$ cat src/design/io_pkg.sv
package io_pkg;

    // CPU bus widths
    localparam int data_width = 32;
    localparam int addr_msb = 31;

    // High address byte of the peripheral region
    localparam logic [7:0] io_region = 8'h02;

    // Register offsets within the region, as low address bytes
    localparam logic [7:0] off_led           = 8'h00;
    localparam logic [7:0] off_ps2_status    = 8'h04;
    localparam logic [7:0] off_ps2_scancode  = 8'h08;
    localparam logic [7:0] off_tone_duration = 8'h0c;
    localparam logic [7:0] off_tone_period   = 8'h10;

    // Start, eight data bits, parity and stop
    localparam int ps2_frame_bits = 11;

    typedef enum logic [2:0] {
        sel_none,
        sel_led,
        sel_ps2_status,
        sel_ps2_scancode,
        sel_tone_duration,
        sel_tone_period
    } reg_select_t;

endpackage

$ cat src/design/io_decode.sv
`timescale 1ns/10ps

module io_decode
    import io_pkg::*;
(
    input  logic                  clock,
    input  logic                  rst,
    input  logic [addr_msb:2]     address,
    input  logic [data_width-1:0] wdata,
    input  logic [3:0]            strobes,
    input  logic                  read,
    input  logic                  write,
    input  logic [7:0]            scancode,
    input  logic                  parity_error,
    input  logic                  frame_done,
    output logic [data_width-1:0] rdata,
    output logic                  bus_error,
    output logic [2:0]            leds,
    output logic                  tone_duration_sel,
    output logic                  tone_period_sel
);

    logic [7:0]  high_byte;
    logic [7:0]  low_byte;
    reg_select_t sel;
    logic        scancode_ready;

    assign high_byte = address[addr_msb -: 8];
    assign low_byte  = {address[7:2], 2'b00};

    always_comb begin
        sel = sel_none;
        if (high_byte == io_region) begin
            case (low_byte)
                off_led:           sel = sel_led;
                off_ps2_status:    sel = sel_ps2_status;
                off_ps2_scancode:  sel = sel_ps2_scancode;
                off_tone_duration: sel = sel_tone_duration;
                off_tone_period:   sel = sel_tone_period;
                default:           sel = sel_none;
            endcase
        end
    end

    // Unused offsets and addresses outside the region both fault
    assign bus_error = (read || write) && (sel == sel_none);

    assign tone_duration_sel = (sel == sel_tone_duration);
    assign tone_period_sel   = (sel == sel_tone_period);

    // Tone registers are write only and read back as zero
    always_comb begin
        rdata = '0;
        case (sel)
            sel_led: begin
                rdata[2:0] = leds;
            end
            sel_ps2_status: begin
                rdata[data_width-1 -: 2] = {scancode_ready, parity_error};
            end
            sel_ps2_scancode: begin
                rdata[data_width-1 -: 8] = scancode;
            end
            default: begin
                rdata = '0;
            end
        endcase
    end

    // Only the low byte lane carries the LED bits
    always_ff @(posedge clock) begin
        if (rst) begin
            leds <= 3'b000;
        end else if (write && (sel == sel_led) && strobes[0]) begin
            leds <= wdata[2:0];
        end
    end

    // A new frame wins over a clearing read in the same cycle
    always_ff @(posedge clock) begin
        if (rst) begin
            scancode_ready <= 1'b0;
        end else if (frame_done) begin
            scancode_ready <= 1'b1;
        end else if (read && (sel == sel_ps2_scancode)) begin
            scancode_ready <= 1'b0;
        end
    end

    // The CPU issues one access per cycle
    read_write_exclusive: assert property (
        @(posedge clock) disable iff (rst) !(read && write)
    );

endmodule

$ cat src/design/io_subsystem.sv
`timescale 1ns/10ps

module io_subsystem
    import io_pkg::*;
#(
    parameter int duration_prescale = 16
) (
    input  logic                  clock,
    input  logic                  rst,
    input  logic [addr_msb:2]     address,
    input  logic [data_width-1:0] wdata,
    input  logic [3:0]            strobes,
    input  logic                  read,
    input  logic                  write,
    input  logic                  ps2_clock,
    input  logic                  ps2_data,
    output logic [data_width-1:0] rdata,
    output logic                  bus_error,
    output logic [2:0]            leds,
    output logic                  buzzer
);

    logic       tone_duration_sel;
    logic       tone_period_sel;
    logic [7:0] scancode;
    logic       parity_error;
    logic       frame_done;

    io_decode u_decode (
        .clock             (clock),
        .rst               (rst),
        .address           (address),
        .wdata             (wdata),
        .strobes           (strobes),
        .read              (read),
        .write             (write),
        .scancode          (scancode),
        .parity_error      (parity_error),
        .frame_done        (frame_done),
        .rdata             (rdata),
        .bus_error         (bus_error),
        .leds              (leds),
        .tone_duration_sel (tone_duration_sel),
        .tone_period_sel   (tone_period_sel)
    );

    ps2_rx u_ps2_rx (
        .clock        (clock),
        .rst          (rst),
        .ps2_clock    (ps2_clock),
        .ps2_data     (ps2_data),
        .scancode     (scancode),
        .parity_error (parity_error),
        .frame_done   (frame_done)
    );

    tone_gen #(
        .duration_prescale (duration_prescale)
    ) u_tone_gen (
        .clock             (clock),
        .rst               (rst),
        .write             (write),
        .tone_duration_sel (tone_duration_sel),
        .tone_period_sel   (tone_period_sel),
        .wdata             (wdata),
        .buzzer            (buzzer)
    );

endmodule

$ cat src/design/ps2_rx.sv
`timescale 1ns/10ps

module ps2_rx
    import io_pkg::*;
(
    input  logic       clock,
    input  logic       rst,
    input  logic       ps2_clock,
    input  logic       ps2_data,
    output logic [7:0] scancode,
    output logic       parity_error,
    output logic       frame_done
);

    logic                      clock_meta;
    logic                      clock_sync;
    logic                      clock_prev;
    logic                      data_meta;
    logic                      data_sync;
    logic                      fall;
    logic                      sample;
    logic [3:0]                bit_count;
    logic [ps2_frame_bits-1:0] frame;
    logic [ps2_frame_bits-1:0] frame_next;
    logic                      last_bit;
    logic                      frame_ok;

    // Both lines idle high
    always_ff @(posedge clock) begin
        if (rst) begin
            clock_meta <= 1'b1;
            clock_sync <= 1'b1;
            clock_prev <= 1'b1;
            data_meta  <= 1'b1;
            data_sync  <= 1'b1;
        end else begin
            clock_meta <= ps2_clock;
            clock_sync <= clock_meta;
            clock_prev <= clock_sync;
            data_meta  <= ps2_data;
            data_sync  <= data_meta;
        end
    end

    assign fall = clock_prev & ~clock_sync;

    // Data is taken one cycle after the edge is seen
    always_ff @(posedge clock) begin
        if (rst) begin
            sample <= 1'b0;
        end else begin
            sample <= fall;
        end
    end

    // Bits arrive LSB first, so shift in from the top
    assign frame_next = {data_sync, frame[ps2_frame_bits-1:1]};
    assign last_bit   = (bit_count == 4'(ps2_frame_bits - 1));

    // Start bit low, stop bit high
    assign frame_ok = !frame_next[0] && frame_next[ps2_frame_bits-1];

    always_ff @(posedge clock) begin
        if (sample) begin
            frame <= frame_next;
        end
    end

    always_ff @(posedge clock) begin
        if (rst) begin
            bit_count    <= 4'd0;
            scancode     <= 8'h00;
            parity_error <= 1'b0;
            frame_done   <= 1'b0;
        end else begin
            frame_done <= 1'b0;
            if (sample) begin
                if ((bit_count == 4'd0) && data_sync) begin
                    // Not a start bit, keep waiting
                    bit_count <= 4'd0;
                end else if (last_bit) begin
                    bit_count <= 4'd0;
                    if (frame_ok) begin
                        scancode     <= frame_next[8:1];
                        // Odd parity expected over data plus parity bit
                        parity_error <= ~^frame_next[9:1];
                        frame_done   <= 1'b1;
                    end
                end else begin
                    bit_count <= bit_count + 4'd1;
                end
            end
        end
    end

    frame_done_single: assert property (
        @(posedge clock) disable iff (rst) frame_done |=> !frame_done
    );

endmodule

$ cat src/design/tone_gen.sv
`timescale 1ns/10ps

module tone_gen
    import io_pkg::*;
#(
    parameter int duration_prescale = 16
) (
    input  logic                  clock,
    input  logic                  rst,
    input  logic                  write,
    input  logic                  tone_duration_sel,
    input  logic                  tone_period_sel,
    input  logic [data_width-1:0] wdata,
    output logic                  buzzer
);

    localparam int prescale_width = (duration_prescale > 1) ? $clog2(duration_prescale) : 1;
    localparam logic [prescale_width-1:0] prescale_last = prescale_width'(duration_prescale - 1);

    logic [15:0]               period;
    logic [15:0]               duration_count;
    logic [15:0]               half_count;
    logic [prescale_width-1:0] prescale_count;
    logic                      active;
    logic                      unit_tick;
    logic                      half_tick;

    assign active    = (duration_count != 16'd0);
    assign unit_tick = (prescale_count == prescale_last);
    // >= so that a shorter period written mid-tone still wraps
    assign half_tick = (half_count >= period - 16'd1);

    always_ff @(posedge clock) begin
        if (rst) begin
            period <= 16'd0;
        end else if (write && tone_period_sel) begin
            period <= wdata[15:0];
        end
    end

    always_ff @(posedge clock) begin
        if (rst) begin
            duration_count <= 16'd0;
            prescale_count <= '0;
            half_count     <= 16'd0;
            buzzer         <= 1'b0;
        end else if (write && tone_duration_sel) begin
            // Restart the tone from a low level
            duration_count <= wdata[15:0];
            prescale_count <= '0;
            half_count     <= 16'd0;
            buzzer         <= 1'b0;
        end else if (active) begin
            prescale_count <= unit_tick ? '0 : prescale_count + prescale_width'(1);
            if (unit_tick) begin
                duration_count <= duration_count - 16'd1;
            end
            if (unit_tick && (duration_count == 16'd1)) begin
                buzzer     <= 1'b0;
                half_count <= 16'd0;
            end else if (period == 16'd0) begin
                buzzer     <= 1'b0;
                half_count <= 16'd0;
            end else if (half_tick) begin
                buzzer     <= ~buzzer;
                half_count <= 16'd0;
            end else begin
                half_count <= half_count + 16'd1;
            end
        end else begin
            prescale_count <= '0;
            half_count     <= 16'd0;
            buzzer         <= 1'b0;
        end
    end

    silent_when_done: assert property (
        @(posedge clock) disable iff (rst) (duration_count == 16'd0) |-> !buzzer
    );

endmodule

$ cat config.mk
export PLATFORM = sky130hd
export DESIGN_NAME = io_subsystem
export DESIGN_NICKNAME = d
export VERILOG_FILES = /design/src/design/io_pkg.sv /design/src/design/io_decode.sv /design/src/design/io_subsystem.sv /design/src/design/ps2_rx.sv /design/src/design/tone_gen.sv
export SDC_FILE = /design/constraint.sdc
export NUM_CORES = 1
export LEC_CHECK = 0
export ABC_AREA = 0
export BUFFER_PORTS_ARGS = -buffer_cell sky130_fd_sc_hd__buf_2
export CAP_MARGIN = 20
export CORE_ASPECT_RATIO = 1.4
export CORE_UTILIZATION = 30
export CTS_BUF_LIST = sky130_fd_sc_hd__clkbuf_4
export CTS_CLUSTER_SIZE = 10
export DETAILED_ROUTE_END_ITERATION = 16
export SYNTH_ARGS = -nofsm -noshare
export SYNTH_HDL_FRONTEND = slang
export SYNTH_HIERARCHICAL = 1
export SYNTH_SLANG_ARGS = --single-unit
$ cat constraint.sdc
create_clock -name clock -period 8.8 [get_ports clock]
set_input_delay 0.44 -clock clock [delete_from_list [all_inputs] [get_ports clock]]
set_output_delay 0.44 -clock clock [all_outputs]
set_load 0.1 [all_outputs]
---- Yosys cells after proc, flatten, opt, wreduce, memory -nomap -nowiden ----
Index checks and enable logic that the tools add are counted.
word-level totals
  input bits .............................. 72
  ROM bits ................................ 0
  latch bits .............................. 0
  bits in registers ....................... 88
  logic and storage cells ................. 83
  memories kept ........................... 0
  RAM bits ................................ 0
cells by class
  magnitude comparators ................... 1
  equality and inequality tests ........... 13
  $mul .................................... 0
  divide/modulo/power cells ............... 0
  muxes and demuxes ....................... 13
  reduce and logical (&&, ||, !) cells .... 26
  bitwise gates (word level) .............. 7
  add/sub/neg operators ................... 5
  shifts and indexed selects .............. 0
operators by type and width
  operator                 count
  $mux W16                 3
  $sub A16 B1 Y16 const B  2
  $add A16 B1 Y16 const B  1
  $eq A16 B1 Y1 const B    1
  $ge A16 B16 Y1           1
  $logic_not A16 Y1        1
  $reduce_bool A16 Y1      1
  $pmux W3 S5              1
  $eq A6 B2 Y1 const B     2
  $logic_and A1 B1 Y1      9
  $reduce_xnor A9 Y1       1
  $add A4 B1 Y4 const B    2
  $eq A4 B4 Y1 const B     2
  $eq A8 B2 Y1 const B     1
  $logic_not A8 Y1         1
  $mux W4                  2
  $reduce_or A4 Y1         2
  $eq A3 B2 Y1 const B     2
  $eq A3 B3 Y1 const B     2
  $eq A6 B1 Y1 const B     1
  $eq A6 B3 Y1 const B     1
  $mux W3                  2
  $mux W6                  1
  $not A1 Y1               6
  other kinds (13)         17

---- Depth between registers and ports, before layout ----
  depth after elaboration ................. 7
  gate-level depth with buffers ........... 13

---- Cells and area by module ----
Netlist, hierarchy kept.
modules (own cells, without submodules)
  module     times used  seq. area each (um^2)  area each (um^2)  cells each
  tone_gen   1           1061.0                 3144.3            362
  ps2_rx     1           700.7                  1096.1            87
  io_decode  1           80.1                   570.5             70

---- Worst setup path before layout ----
Ideal clock, no wire load.
  path kind ............................... input-to-output
  from .................................... in address[7] (netlist name)
  to ...................................... out rdata[30]
  stages .................................. 3
  path buffers ............................ 0
  required time ........................... 8360 ps
  arrival ................................. 2690 ps
  setup slack ............................. 5670 ps
  cells stage by stage .................... or4_4 or3_1 nor2_1
on the way
  word-level cells in the longest chain between the ends .. 5
  elaborated cells between the ends (all ways) .. 10
  those cells by class .................... eq/ne: 6; mux: 3; reduce/logical: 1
RTL lines
  item                                        line                source
  from (decl)                                 io_subsystem.sv:10  input logic [addr_msb:2] address,
  $eq A6 B3 Y1, or another cell as far along  io_decode.sv:34     case (low_byte)
  $pmux W3 S5 (*)                             io_decode.sv:34
  $mux W3 (*)                                 io_decode.sv:33     if (high_byte == io_region) begin
  $eq A3 B2 Y1                                io_decode.sv:54     case (sel)
  $pmux W2 S2 (*)                             io_decode.sv:54
  to (decl)                                   io_subsystem.sv:17  output logic [data_width-1:0] rdata,
Mark *: on every way between the ends. The rest lies on a longest branch, timed or not.

---- Worst setup path after layout ----
  from .................................... reg u_tone_gen.period[0]
  to ...................................... reg u_tone_gen.half_count[6]
on the way
  word-level cells in the longest chain between the ends .. 3
  elaborated cells between the ends (all ways) .. 4
  those cells by class .................... add/sub: 1; order compare: 1; reduce/logical: 2
RTL lines
  item                            line            source
  from (decl)                     tone_gen.sv:20  logic [15:0] period;
  from (signal assigned)          tone_gen.sv:37  period <= wdata[15:0];
  $sub A16 B1 Y16                 tone_gen.sv:31  assign half_tick = (half_count >= period - 16'd1);
  $ge A16 B16 Y1                  tone_gen.sv:31
  $reduce_or A6 Y1 (no line) (*)  n/a
  to (signal assigned)            tone_gen.sv:68  half_count <= half_count + 16'd1;
  to (decl)                       tone_gen.sv:22  logic [15:0] half_count;
Marks and branches as above.
A chain may end at the register's enable or synchronous reset.

==> metrics.yaml <==
clock_network:
  clockBufferDepth: 2
  cts_buffers: 9
  clkTransAtPathRegs_ps: 160
  postCtsResizedCells: 0
  cts-hold-fix-buffers: 0
  cts_max_level: 3
  cts_tree: "done"
  cts_sinks: 87
  root_buffer: "clkbuf_4"
  clock_latency_ps: 460
  post_cts_buffers: 0
logic_synthesis:
  yosysWarnings: 6
  syn-instance-count: 519
  ys.flop_type: "dfxtp_1"
  synth_top_family_by_area: "simple AND/OR/NAND/NOR gates"
  synth_area_um2: 4810
  synthMuxAreaShare: 0.0291
  async_flop_share: 0
  synth_top_area_cell: "dfxtp_1"
  synth_seq_cells: 87
  synth_edf_count: 10
  synth_fa_ha_area_frac: 0.0546
  synth_xor_area_frac: 0.0921
  yosys.area.top_type_share: 0.320
  ys_types: 62
  syn_area_per_cell_um2: 9.27
  synth_seq_area_share: 0.383
  synth_compound_area_frac: 0.103
  synthSimpleGateAreaFrac: 0.265
  synthTopCellsByArea: "dfxtp_1 (32%), edfxtp_1 (6.2%), ha_1 (5.5%)"
sta:
  final-hold-violation-count: 0
  period_share: 0.438
  tns_ps: 0
  max_slew_margin: 0.372
  fmax_ghz: 0.259
  rsz0062_at_grt: "false"
  finClkSkew_ps: 18.1
  setup_viol: 0
  slew_viol_final: 0
  min_period_ps: 3860
  worst_pin_slew_ps: 942
final_layout:
  drive_gt1_frac: 0.185
  fin_util: 0.336
  num_antenna_cells: 0
  nets: 655
  fillerInstances: 1623
  most-common-layout-cells: "dfxtp_1 (77), nand2_1 (54), buf_2 (52)"
  stdcell_count: 763
  multi_input_area_um2: 2700
  synthToLayoutAreaGrowth_pct: 8.89
  final_common_cell: "dfxtp_1"
  seq_area_um2: 1840
  fin_area_um2: 5240
routing:
  viasPerCell: 4.91
  first_iter_violations: 155
  wl_um: 10400
  ant_nets: 0
  dr.pass1.iters: 4
  drc_errors: 0
  post_drt_wl_per_cell_um: 13.6
  via_count: 3743
pwr:
  sw_frac_of_total: 0.313
  vdd_drop_max_mv: 0.0782
  clkPwrFrac: 0.329
  powerDensity_nw_per_um2: 134
  p_sw_uw: 219
  pwr-share-seq: 0.577
  internal_power_uw: 481
  comb_power_share: 0.094
  p_leak_nw: 2.12
global_route:
  overflow: 0
  antenna_found_initial: 0
  grt_pass1_vias: 3705
  grt_max_degree: 60
  grt_pass1_wl_um: 17400
  grtUsageTotal: 0.132
die:
  die_x_um: 109
  dieHeight_um: 152
  core_um2: 15600
  die_area_um2: 16600
  rows: 54
  ios: 109
  start_util: 0.308
placement:
  dp.cells: 747
  gp_congestion: 0.780
  dp_hpwl_um: 7950
  placed_area_um2: 5100
  portBuffers: 52
worst_setup_path:
  cp-start-kind: "register"
  arrival_ps: 4250
  path_max_fanout: 17
  worstSetupPathType: "register to register"
  critPathRequiredTime_ps: 9190
  worstSetupEndpointType: "register"
status:
  status: "complete, no violations"
flow_run:
  cap_viol_max_count: 0
min_path:
  hold_path_class: "input pin to register"
cell families after synthesis:
logic type / count (synthesis)
AOI/OAI and AO/OA: 71
xor gates and xnor gates: 49
adders and majority gates: 21
buffers and inverters: 53
DFF: 87
muxes: 14
other: 1
and+or+nand+nor: 223
final timing paths:
| path | from | to | slack [ps] | cells after the start |
|---|---|---|---|---|
| worst max-delay path | u_tone_gen/period[0] | u_tone_gen/half_count[6] | 4940 | 12 |
| worst max register to register | u_tone_gen/period[0] | u_tone_gen/half_count[6] | 4940 | 12 |
| worst min-delay path | ps2_clock | u_ps2_rx/clock_meta | 140 | 2 |
| worst min register to register | u_ps2_rx/clock_prev | u_ps2_rx/sample | 430 | 2 |
sequential cells by signal, summed over array words and instances (netlist names):
name and flops:
u_decode/leds 3, u_ps2_rx/frame 10, u_tone_gen/half_count 16, u_tone_gen/period 16, u_ps2_rx/clock_meta 1, u_tone_gen/duration_count 16
u_ps2_rx/parity_error 1, u_ps2_rx/clock_prev 1, u_ps2_rx/clock_sync 1, u_ps2_rx/sample 1, u_ps2_rx/frame_done 1, u_ps2_rx/data_sync 1
u_tone_gen/buzzer 1, u_decode/scancode_ready 1, u_ps2_rx/data_meta 1, u_ps2_rx/scancode 8, u_ps2_rx/bit_count 4, u_tone_gen/prescale_count 4
power groups by stage:
stage / Combinational, mW / Clock, mW / Sequential [mW]
floorplan: 0.0591 / 0 / 0.412
global placement: 0.0651 / 0 / 0.413
detailed placement: 0.0654 / 0 / 0.413
CTS: 0.0655 / 0.241 / 0.404
global route: 0.0687 / 0.258 / 0.405
finish: 0.0655 / 0.230 / 0.404
metrics by stage:
stage	hold WS, ps	power, mW	worst slack (ps)
after floorplan	389	0.471	5670
after global placement	394	0.478	5050
after detailed placement	398	0.478	4870
after CTS	113	0.711	4830
after global routing	96.5	0.731	4560
final	143	0.700	4940
cells in the mapped netlist (all sizes together) (2+ instances only):
master / n
nor3: 28
nand2b: 8
inv: 12
a21oi: 29
or4: 4
and3: 10
buf: 27
edfxtp: 10
o32ai: 2
nor4: 8
dfxtp: 77
ha: 21
and2: 11
a22oi: 2
a2111oi: 4
or2: 5
xor2: 19
nand4: 8
nand3: 12
nor3b: 2
or4b: 3
xnor2: 29
o21ai: 7
clkbuf: 13
and4: 5
mux2i: 14
nor2: 48
nor2b: 6
nand4b: 2
nand2: 54
or3: 4
a211oi: 21
metal layers:
layer,part of all wire,GRT usage
met5,0,0
met4,0.025,0.0515
met3,0.029,0.0309
met2,0.55,0.241
met1,0.40,0.143
cell type report:
cell class	instances	area share
Tap cell	196	0.0468
Multi-Input combinational cell	399	0.515
Sequential cell	87	0.352
Clock inverter	7	0.0143
Timing Repair Buffer	53	0.0511
Inverter	12	0.00860
Clock buffer	9	0.0129
critical path, stage by stage, from the launching register on:
cell	delay (ps)
dfxtp_1	350
inv_1	80
ha_1	220
or4b_1	520
nand2b_1	270
nor4_1	280
xnor2_1	160
ha_1	240
nand4_1	150
a211oi_1	90
a2111oi_0	680
o21ai_2	460
nor3_1	290
Note: power is estimated with default switching activity, not from simulation.
